--- src/common/rfa_cfg.svh ---
`ifndef RFA_CFG_SVH
`define RFA_CFG_SVH

// Vector unit counts, SIMD queues come first in every index
`define RFA_NUM_SIMD 4
`define RFA_NUM_SIMF 4
`define RFA_NUM_FU (`RFA_NUM_SIMD + `RFA_NUM_SIMF)

// Entries per write-back queue
`define RFA_QUEUE_DEPTH 4

// Register file write fields
`define RFA_ADDR_W 10
`define RFA_DATA_W 32
`define RFA_WFID_W 6

// Source select word sent along with each write
`define RFA_SEL_W 16

`endif

--- src/common/rfa_pkg.sv ---
`default_nettype none

`include "rfa_cfg.svh"

package rfa_pkg;

   // One result waiting for its register file write
   typedef struct packed {
      logic [`RFA_ADDR_W-1:0] addr;
      logic [`RFA_DATA_W-1:0] data;
      logic [`RFA_WFID_W-1:0] wfid;
   } wb_entry_t;

   // Write towards the register file
   typedef struct packed {
      logic      we;
      wb_entry_t entry;
   } rf_write_t;

   localparam int SEL_RSVD_W = `RFA_SEL_W - 2 - `RFA_NUM_SIMF - `RFA_NUM_SIMD;

   // Field layout of the select word, MSB first
   typedef struct packed {
      logic [SEL_RSVD_W-1:0]    reserved;
      logic                     salu;
      logic                     lsu;
      logic [`RFA_NUM_SIMF-1:0] simf;
      logic [`RFA_NUM_SIMD-1:0] simd;
   } fu_select_s;

   // Built through the fields, checked as one flat word
   typedef union packed {
      logic [`RFA_SEL_W-1:0] flat;
      fu_select_s            fields;
   } fu_select_u;

endpackage

`default_nettype wire

--- src/wb_queue/wb_queue.sv ---
`timescale 1ns/1ps
`default_nettype none

`include "rfa_cfg.svh"

module wb_queue (
   input  wire logic              clk,
   input  wire logic              rst_n,
   input  wire logic              push,
   input  rfa_pkg::wb_entry_t     push_entry,
   input  wire logic              serviced,
   output logic                   valid,
   output rfa_pkg::wb_entry_t     head,
   output logic                   full
);

   localparam int DEPTH = `RFA_QUEUE_DEPTH;
   localparam int PTR_W = $clog2(DEPTH);
   localparam int CNT_W = $clog2(DEPTH + 1);
   localparam logic [PTR_W-1:0] LAST_SLOT = PTR_W'(DEPTH - 1);
   localparam logic [CNT_W-1:0] FULL_CNT  = CNT_W'(DEPTH);

   rfa_pkg::wb_entry_t mem [DEPTH];

   logic [PTR_W-1:0] wr_ptr;
   logic [PTR_W-1:0] rd_ptr;
   logic [CNT_W-1:0] count;
   logic             do_push;
   logic             do_pop;

   assign valid = (count != '0);
   assign full  = (count == FULL_CNT);
   assign head  = mem[rd_ptr];

   // Pop only what is there; a full queue still takes a push if it pops too
   assign do_pop  = serviced & valid;
   assign do_push = push & (~full | do_pop);

   always_ff @(posedge clk) begin
      if (do_push) begin
         mem[wr_ptr] <= push_entry;
      end
   end

   always_ff @(posedge clk) begin
      if (!rst_n) begin
         wr_ptr <= '0;
         rd_ptr <= '0;
         count  <= '0;
      end else begin
         if (do_push) begin
            wr_ptr <= (wr_ptr == LAST_SLOT) ? '0 : wr_ptr + 1'b1;
         end
         if (do_pop) begin
            rd_ptr <= (rd_ptr == LAST_SLOT) ? '0 : rd_ptr + 1'b1;
         end
         case ({do_push, do_pop})
            2'b10:   count <= count + 1'b1;
            2'b01:   count <= count - 1'b1;
            default: count <= count;
         endcase
      end
   end

endmodule

`default_nettype wire

--- src/rfa/rfa.sv ---
`timescale 1ns/1ps
`default_nettype none

`include "rfa_cfg.svh"

module rfa (
   input  wire logic                   clk,
   input  wire logic                   rst_n,
   input  wire logic [`RFA_NUM_FU-1:0] entry_valid,
   input  wire logic                   lsu_dest_wr_req,
   input  wire logic                   salu_req,
   output logic      [`RFA_NUM_FU-1:0] entry_serviced,
   output logic                        lsu_grant,
   output logic                        salu_grant,
   output logic                        lsu_wait
);

   localparam int N     = `RFA_NUM_FU;
   localparam int IDX_W = $clog2(N);
   localparam logic [IDX_W:0]   N_WIDE  = (IDX_W + 1)'(N);
   localparam logic [IDX_W-1:0] LAST_Q  = IDX_W'(N - 1);

   logic [IDX_W-1:0] rr_ptr;
   logic [N-1:0]     masked_valid;
   logic [2*N-1:0]   doubled_valid;
   logic [N-1:0]     rotated_valid;
   logic [IDX_W-1:0] offset;
   logic             vec_win;
   logic [IDX_W:0]   winner_sum;
   logic [IDX_W-1:0] winner;
   logic [IDX_W-1:0] next_ptr;

   // SALU beats everything, LSU beats the vector queues
   assign masked_valid = entry_valid & {N{~(salu_req | lsu_dest_wr_req)}};
   assign salu_grant   = salu_req;
   assign lsu_grant    = lsu_dest_wr_req & ~salu_req;
   assign lsu_wait     = salu_req;

   // Rotate so the pointer position lands on bit 0
   assign doubled_valid = {masked_valid, masked_valid};
   assign rotated_valid = doubled_valid[rr_ptr +: N];

   // Lowest set bit of the rotated valids
   always_comb begin
      vec_win = 1'b0;
      offset  = '0;
      for (int j = 0; j < N; j++) begin
         if (!vec_win && rotated_valid[j]) begin
            vec_win = 1'b1;
            offset  = IDX_W'(j);
         end
      end
   end

   // Undo the rotation, modulo the queue count
   assign winner_sum = {1'b0, offset} + {1'b0, rr_ptr};
   assign winner     = (winner_sum >= N_WIDE) ? IDX_W'(winner_sum - N_WIDE)
                                              : IDX_W'(winner_sum);
   assign next_ptr   = (winner == LAST_Q) ? '0 : winner + 1'b1;

   always_comb begin
      entry_serviced = '0;
      if (vec_win) begin
         entry_serviced[winner] = 1'b1;
      end
   end

   // Pointer moves only on a vector grant
   always_ff @(posedge clk) begin
      if (!rst_n) begin
         rr_ptr <= '0;
      end else if (vec_win) begin
         rr_ptr <= next_ptr;
      end
   end

endmodule

`default_nettype wire

--- src/rf_write_port.sv ---
`timescale 1ns/1ps
`default_nettype none

`include "rfa_cfg.svh"

module rf_write_port (
   input  wire logic                            clk,
   input  wire logic                            rst_n,
   input  wire logic [`RFA_NUM_FU-1:0]          entry_serviced,
   input  wire logic                            lsu_grant,
   input  wire logic                            salu_grant,
   input  rfa_pkg::wb_entry_t [`RFA_NUM_FU-1:0] queue_head,
   input  rfa_pkg::wb_entry_t                   lsu_entry,
   input  rfa_pkg::wb_entry_t                   salu_entry,
   output rfa_pkg::rf_write_t                   rf_write,
   output rfa_pkg::fu_select_u                  select_fu
);

   rfa_pkg::wb_entry_t  vec_entry;
   rfa_pkg::wb_entry_t  win_entry;
   rfa_pkg::wb_entry_t  entry_q;
   rfa_pkg::fu_select_u sel_d;
   logic                we_d;
   logic                we_q;

   // Serviced is one-hot, so an AND-OR mux is enough
   always_comb begin
      vec_entry = '0;
      for (int i = 0; i < `RFA_NUM_FU; i++) begin
         vec_entry = vec_entry | (queue_head[i] & {$bits(rfa_pkg::wb_entry_t){entry_serviced[i]}});
      end
   end

   assign win_entry = salu_grant ? salu_entry :
                      lsu_grant  ? lsu_entry  : vec_entry;
   assign we_d      = salu_grant | lsu_grant | (|entry_serviced);

   // Select word, one bit per source
   always_comb begin
      sel_d.fields.reserved = '0;
      sel_d.fields.salu     = salu_grant;
      sel_d.fields.lsu      = lsu_grant;
      sel_d.fields.simf     = entry_serviced[`RFA_NUM_FU-1:`RFA_NUM_SIMD];
      sel_d.fields.simd     = entry_serviced[`RFA_NUM_SIMD-1:0];
   end

   always_ff @(posedge clk) begin
      if (!rst_n) begin
         we_q      <= 1'b0;
         select_fu <= '0;
      end else begin
         we_q      <= we_d;
         select_fu <= sel_d;
      end
   end

   // Payload only
   always_ff @(posedge clk) begin
      if (we_d) begin
         entry_q <= win_entry;
      end
   end

   assign rf_write.we    = we_q;
   assign rf_write.entry = entry_q;

endmodule

`default_nettype wire

--- src/wb_top.sv ---
`timescale 1ns/1ps
`default_nettype none

`include "rfa_cfg.svh"

module wb_top (
   input  wire logic                            clk,
   input  wire logic                            rst_n,
   // Vector unit results
   input  wire logic [`RFA_NUM_FU-1:0]          fu_push,
   input  rfa_pkg::wb_entry_t [`RFA_NUM_FU-1:0] fu_result,
   output logic      [`RFA_NUM_FU-1:0]          queue_full,
   // LSU write path
   input  wire logic                            lsu_dest_wr_req,
   input  rfa_pkg::wb_entry_t                   lsu_entry,
   output logic                                 lsu_wait,
   // SALU write path
   input  wire logic                            salu_req,
   input  rfa_pkg::wb_entry_t                   salu_entry,
   // Register file write
   output rfa_pkg::rf_write_t                   rf_write,
   output rfa_pkg::fu_select_u                  select_fu
);

   logic [`RFA_NUM_FU-1:0]          entry_valid;
   logic [`RFA_NUM_FU-1:0]          entry_serviced;
   rfa_pkg::wb_entry_t [`RFA_NUM_FU-1:0] queue_head;
   logic                            lsu_grant;
   logic                            salu_grant;

   // SIMD queues 0..3, SIMF queues 4..7
   for (genvar i = 0; i < `RFA_NUM_FU; i++) begin : g_queue
      wb_queue i_wb_queue (
         .clk        (clk),
         .rst_n      (rst_n),
         .push       (fu_push[i]),
         .push_entry (fu_result[i]),
         .serviced   (entry_serviced[i]),
         .valid      (entry_valid[i]),
         .head       (queue_head[i]),
         .full       (queue_full[i])
      );
   end

   rfa i_rfa (
      .clk             (clk),
      .rst_n           (rst_n),
      .entry_valid     (entry_valid),
      .lsu_dest_wr_req (lsu_dest_wr_req),
      .salu_req        (salu_req),
      .entry_serviced  (entry_serviced),
      .lsu_grant       (lsu_grant),
      .salu_grant      (salu_grant),
      .lsu_wait        (lsu_wait)
   );

   // One write per cycle, a cycle after the grant
   rf_write_port i_rf_write_port (
      .clk            (clk),
      .rst_n          (rst_n),
      .entry_serviced (entry_serviced),
      .lsu_grant      (lsu_grant),
      .salu_grant     (salu_grant),
      .queue_head     (queue_head),
      .lsu_entry      (lsu_entry),
      .salu_entry     (salu_entry),
      .rf_write       (rf_write),
      .select_fu      (select_fu)
   );

endmodule

`default_nettype wire

--- config.mk ---
export PLATFORM = sky130hd
export DESIGN_NAME = wb_top
export DESIGN_NICKNAME = d
export VERILOG_FILES = /design/src/common/rfa_pkg.sv /design/src/wb_queue/wb_queue.sv /design/src/rfa/rfa.sv /design/src/rf_write_port.sv /design/src/wb_top.sv
export VERILOG_INCLUDE_DIRS = /design/src /design/src/common
export SDC_FILE = /design/constraint.sdc
export NUM_CORES = 1
export LEC_CHECK = 0
export BUFFER_PORTS_ARGS = -buffer_cell sky130_fd_sc_hd__buf_2
export CAP_MARGIN = 20
export CORE_MARGIN = 2
export CORE_UTILIZATION = 37
export CTS_CLUSTER_DIAMETER = 40
export DETAILED_ROUTE_END_ITERATION = 16
export PLACE_DENSITY_LB_ADDON = 0.15
export SLEW_MARGIN = 10
export SYNTH_ARGS = -nofsm -noshare
export SYNTH_HDL_FRONTEND = slang
export SYNTH_SLANG_ARGS = --single-unit
--- constraint.sdc ---
create_clock -name clk -period 18.6 [get_ports clk]
set_input_delay 0.93 -clock clk [delete_from_list [all_inputs] [get_ports clk]]
set_output_delay 0.93 -clock clk [all_outputs]
set_load 0.02 [all_outputs]
Yosys cells after proc, flatten, opt, wreduce, memory -nomap -nowiden
Memories as Yosys holds them, arrays and structs flattened. A register that Yosys moved wholly into a read port is not among the register bits.
Index checks and enable logic that the tools add are counted.

operators by class
  bitwise logic cells = 54
  add/subtract/negate cells = 35
  reduce and logical (&&, ||, !) cells = 32
  multiplexer cells = 78
  $lt $le $gt $ge = 3
  shifts and indexed selects = 1
  equality and inequality tests = 41

operators by type and width
  operator             number
  $and 48x48->48       8
  $or 48x48->48        7
  $mux 48              2
  $mux 2               32
  $eq 2x2->1 const B   24
  $pmux 3 s2           8
  $add 2x1->2 const B  16
  $add 3x1->3 const B  9
  $eq 3x3->1 const B   9
  $sub 3x1->3 const B  9
  $mux 1               26
  $mux 3               8
  $reduce_bool 3->1    8
  $and 1x1->1          17
  $eq 2x1->1 const B   8
  $reduce_bool 2->1    8
  $shiftx 16x4->8      1
  $or 1x1->1           11
  $not 1->1            10
  $and 8x8->8          1
  $logic_and 1x1->1    8
  $mux 8               1
  $reduce_or 8->1      1
  $logic_not 1->1      7
  5 further kinds      5

storage, ports and cells
  memories kept = 8
  bits in writable memories = 1536
  register bits after elaboration = 124
  word-level logic and storage cells = 283
  bits of input ports = 492
  output and inout port bits = 74

memories
  memory                     depth  width  read ports  clocked after memory_dff  write ports  RTL line        RTL
  g_queue[0].i_wb_queue.mem  4      48     1           1                         1            wb_queue.sv:23  rfa_pkg::wb_entry_t mem [DEPTH];
  g_queue[1].i_wb_queue.mem  4      48     1           1                         1            wb_queue.sv:23
  g_queue[2].i_wb_queue.mem  4      48     1           1                         1            wb_queue.sv:23
  g_queue[3].i_wb_queue.mem  4      48     1           1                         1            wb_queue.sv:23
  g_queue[4].i_wb_queue.mem  4      48     1           1                         1            wb_queue.sv:23
  g_queue[5].i_wb_queue.mem  4      48     1           1                         1            wb_queue.sv:23
  +2 memories                -      -      -           -                         -            -

Depth between registers and ports, before layout
  depth in word-level cells = 44
  gate-level depth with buffers = 26
  depth with buffers taken out = 23

By module
From an unflattened synthesis, not the netlist that was laid out.

second synthesis, totals
  cell total of the unflattened synthesis = 3077
  area, all modules = 65098.7 um^2

modules (own cells, without submodules)
  module         cells an instance  seq. area each (um^2)  area each (um^2)  instances
  wb_queue       310                5945.7                 7450.9            8
  rf_write_port  483                1661.6                 4523.1            1
  rfa            114                60.1                   968.4             1

Worst setup path after synthesis
OpenSTA, ideal clock, no wires.

  path type = in2reg
  from = in salu_req
  to = mem g_queue[7].i_wb_queue.mem[3][0] (netlist bit) (enable)
  cell stages on the path = 19
  path slack = 11.792 ns
  data arrival time = 6.398 ns
  required time = 18.190 ns
  cell sequence = clkbuf_1 -> nor3_1 -> a22o_1 -> or4_4 -> a22o_1 -> buf_6 -> buf_2 -> a211oi_1 -> a22o_1 -> ha_1 -> inv_1 -> fa_1 -> xor2_1 -> clkbuf_1 -> o211ai_1 -> buf_2 -> a21o_1 -> a21boi_1 -> and2_1

on the way
  word-level cells in the longest chain between the ends = 39
  elaborated cells between the ends (all ways) = 48
  those cells by class = add/sub: 2; order compare: 3; shift: 1; mux: 21; bitwise: 6; reduce/logical: 15

ends and longest elaborated chain
  what                            RTL line        RTL
  start, declared                 wb_top.sv:18    input wire logic salu_req,
  $or 1x1->1 *                    rfa.sv:34       assign masked_valid = entry_valid & {N{~(salu_req | lsu_dest_wr_req)}};
  $not 1->1 *                     rfa.sv:34
  $and 8x8->8 *                   rfa.sv:34
  $shiftx 16x4->8 *               rfa.sv:41       assign rotated_valid = doubled_valid[rr_ptr +: N];
  $mux 1                          rfa.sv:48       if (!vec_win && rotated_valid[j]) begin
  $logic_not 1->1                 rfa.sv:48
  $logic_and 1x1->1               rfa.sv:48
  $mux 1                          rfa.sv:48
  (+23 left out)                  -
  $mux 1 (implied by the code)    rfa.sv:64       entry_serviced[winner] = 1'b1;
  $demux 1 s3                     -
  $mux 8 *                        rfa.sv:63       if (vec_win) begin
  $and 1x1->1 *                   wb_queue.sv:36  assign do_pop = serviced & valid;
  $or 1x1->1 *                    wb_queue.sv:37  assign do_push = push & (~full | do_pop);
  $and 1x1->1 *                   wb_queue.sv:37
  $mux 1 *                        wb_queue.sv:40  if (do_push) begin
  $mux 1 (implied by the code) *  wb_queue.sv:41  mem[wr_ptr] <= push_entry;
  end, declared                   wb_queue.sv:23

Every way passes the cells marked *; elsewhere a longest branch is shown, timed or not.

Worst setup path in the final report
  from = in salu_req
  to = mem g_queue[4].i_wb_queue.mem[3][30] (netlist bit) (enable)

on the way
  word-level cells in the longest chain between the ends = 39
  elaborated cells between the ends (all ways) = 48
  those cells by class = add/sub: 2; order compare: 3; shift: 1; mux: 21; bitwise: 6; reduce/logical: 15

ends and longest elaborated chain
  what                            RTL line
  $or 1x1->1 *                    rfa.sv:34
  $not 1->1 *                     rfa.sv:34
  $and 8x8->8 *                   rfa.sv:34
  $shiftx 16x4->8 *               rfa.sv:41
  $mux 1                          rfa.sv:48
  $logic_not 1->1                 rfa.sv:48
  $logic_and 1x1->1               rfa.sv:48
  $mux 1                          rfa.sv:48
  (+23 left out)                  -
  $mux 1 (implied by the code)    rfa.sv:64
  $demux 1 s3                     -
  $mux 8 *                        rfa.sv:63
  $and 1x1->1 *                   wb_queue.sv:36
  $or 1x1->1 *                    wb_queue.sv:37
  $and 1x1->1 *                   wb_queue.sv:37
  $mux 1 *                        wb_queue.sv:40
  $mux 1 (implied by the code) *  wb_queue.sv:41
  end, declared                   wb_queue.sv:23

Marked as above.

==> impl_metrics.ini <==
[floorplanning]
start_util_pct = 37.3
coreArea_um2 = 176000
io_pins = 566
die_area_um2 = 181000
fp.dieW_um = 425
die_h_um = 425
num_rows = 154

[worst_setup_path]
worstSetupStartpointType = input port
worstSetupStartpoint = salu_req
end_kind = flop
path_max_fanout = 58
critPathMaxStageDelay_ns = 0.66
critPathKind = in -> reg
cp.required_ns = 19.08
path_cells = buf_2 -> buf_4 -> nor3_1 -> a22o_1 -> or4_4 -> a22o_1 -> a211oi_1 -> a22o_1 -> ha_1 -> inv_1 -> fa_2 -> buf_4 -> nand2b_1 -> a2111oi_0 -> o31a_1 -> and2_2 -> buf_4
r2r_start = g_queue[5].i_wb_queue.count[0]
arrival_ns = 7.81
cp_slowest_cell = a2111oi_0

[synth]
ys_seq_elements = 1670
async_flop_share_pct = 0
synth_cell_types = 75
synth_flop_cell = edfxtp_1
ys_seq_area_share_pct = 75.0
synth_edf_count = 1584
syn_area_um2 = 65700
syn_inst = 3318
ys.warnings.count = 0
avgSynthCellArea_um2 = 19.8

[finish]
multi_input_area_um2 = 15500
area_delta_synth_final_pct = 21.6
regArea_um2 = 49300
num-fill-cells = 15100
nets = 4529
stdcell_count = 6571
final_layout_size_suffix_gt1_share_pct = 35.8
design_area_um2 = 79900

[power]
p_switching_w = 0.00519
p_seq_share_pct = 34.9
cellPowerDensity_nw_per_um2 = 178
leakagePower_nw = 26.5
pwr-share-comb_pct = 32.0
peakVddDrop_v = 0.000240
cellInternalPower_w = 0.00905
finalPower_w = 0.0142
pwr-share-clk_pct = 33.0
p_sw_share_pct = 36.5

[timing]
grt_setup_unrepaired = no
fmax_mhz = 136
min_period_over_period_pct = 39.4
timing.slew.headroom_pct = 27.4
period_needed_ns = 7.34
hold_violations = 0
tns_ns = 0
skew_ns = 0.0544
finalSetupViolations = 0
final_max_slew_viol_count = 0
worstMarginPinSlew_ns = 1.09

[drt]
num_vias = 36000
wirelength_um = 208000
viasPerCell = 5.47
drc_errors = 0
dr.first_iter.drc_count = 3758
drt_pass1_iterations = 6
ant_nets = 0
detail_route.wl_per_cell_um = 31.6

[flow_run]
maxCapViolCount = 0

[clocking]
cts.sinks = 1670
cts_tree = yes
cts_resized = 0
numCtsBuffers = 240
clock_path_buffers = 3
worstSkewPairLatency_ns = 0.85
root_buffer = clkbuf_16
h-tree-depth = 4
cts_hold_buf = 0
clk_pin_slew_ns = 0.06
post_cts_buffers = 0

[grt]
grt_pass1_wl_um = 283000
antenna_found_initial = 153
grt_max_degree = 59
overflow = 0
grt_pass1_vias = 35700
gr-usage-all-layers_pct = 22.7

[place]
portBuffers = 559
dp_cells = 6079
dp_hpwl_um = 146000
placed_area_um2 = 71300
gp_congestion = 0.844

[min_path]
min_from = fu_result[24]
hold_path_class = in -> reg

[status]
status = finished clean
power by group through the flow:
| stage | logic [W] | registers (W) | clock network, W |
|---|---|---|---|
| CTS | 0.00455 | 0.00499 | 0.00478 |
| detailed placement | 0.00454 | 0.00506 | 0 |
| floorplan | 0.00262 | 0.00495 | 0 |
| global placement | 0.00452 | 0.00505 | 0 |
| global route | 0.00478 | 0.00501 | 0.00494 |
| finish | 0.00456 | 0.00498 | 0.00470 |
kinds of logic after synthesis:
| logic type | synth area share, % |
|---|---|
| AOI/OAI and AO/OA | 4.76 |
| xor gates and xnor gates | 0.200 |
| adders and majority gates | 1.13 |
| buffers and inverters | 1.68 |
| DFF | 75.0 |
| muxes | 13.8 |
| other | 0.00571 |
| and+or+nand+nor | 3.41 |
registers in the layout, indices dropped and copies added, names as in the netlist, named ones only:
name / count
g_queue.i_wb_queue.wr_ptr: 16
i_rfa.rr_ptr: 3
g_queue.i_wb_queue.count: 24
g_queue.i_wb_queue.mem: 1536
g_queue.i_wb_queue.rd_ptr: 16
i_rf_write_port.we_q: 1
i_rf_write_port.rf_write: 48
i_rf_write_port.select_fu: 10
metal layers:
layer	part of all wire, %	up-vias	track usage (%)	wire [um]
met3	7.6	507	6.22	15800
met2	50	1403	37.6	104000
met5	0.21	-	0	427
met4	5.0	68	10.8	10300
li1	-	15300	-	-
met1	37	18700	27.5	77500
final cells by class:
class                           count  share of cell area (%)
Sequential cell                  1670                    61.7
Antenna cell                       36                   0.113
Timing Repair Buffer              626                    4.15
Clock buffer                      274                    7.78
Tap cell                         2340                    3.66
Multi-Input combinational cell   1388                    19.4
Inverter                           57                   0.271
Clock inverter                    180                    2.88
final timing paths:
kind / to / slack (ns) / cells after the start
worst min register to register: flop / 0.48 / 2
worst max register to register: g_queue[4].i_wb_queue.mem[3][30] / 11.42 / 15
worst max-delay path: g_queue[4].i_wb_queue.mem[3][30] / 11.26 / 17
worst min-delay path: g_queue[0].i_wb_queue.mem[2][24] / 0.28 / 1
placed cells by master, fill, tap and decap left out, types with 65 or more instances in the layout:
| cell | synthesis | layout |
|---|---|---|
| a21oi_1 | 111 | 106 |
| o21ai_0 | 71 | 71 |
| nand3_1 | 69 | 69 |
| dfxtp_1 | 86 | 70 |
| buf_4 | 17 | 65 |
| nand2_1 | 121 | 120 |
| edfxtp_1 | 1584 | 1584 |
| mux4_2 | 384 | 384 |
| clkbuf_16 | 0 | 241 |
| buf_2 | 18 | 559 |
cell usage after synthesis, drive strengths merged, types with 16 or more instances:
master,count,area (um^2)
o21ai,73,365
and2,38,238
nand3,69,345
edfxtp,1584,47600
o211ai,33,248
or3,18,113
a2bb2oi,22,193
nand4,20,125
nor3,41,210
or4,28,218
ha,45,563
a21oi,112,564
a22o,33,289
buf,70,372
nand2,121,454
nor2,60,225
a22oi,61,463
nand4b,16,140
mux4,384,8650
mux2i,41,410
dfxtp,86,1720
inv,57,214
clkbuf,138,518
a211oi,17,138
worst max-delay path: cells and delay by family:
kind | cells | cell delay (ns)
AOI/OAI and AO/OA | 6 | 2.76
adders and majority gates | 2 | 0.68
buffers and inverters | 5 | 1.84
and+or+nand+nor | 4 | 1.41
through the flow:
step	hold slack, ns	worst slack, ns	utilization, %
finish	0.283	11.26	45.3
global route	0.240	10.94	45.3
CTS	0.199	11.47	45.2
detailed placement	0.466	10.55	40.4
global placement	0.464	10.71	40.4
floorplan	0.450	11.79	-
Note: power is estimated with default switching activity, not from simulation.
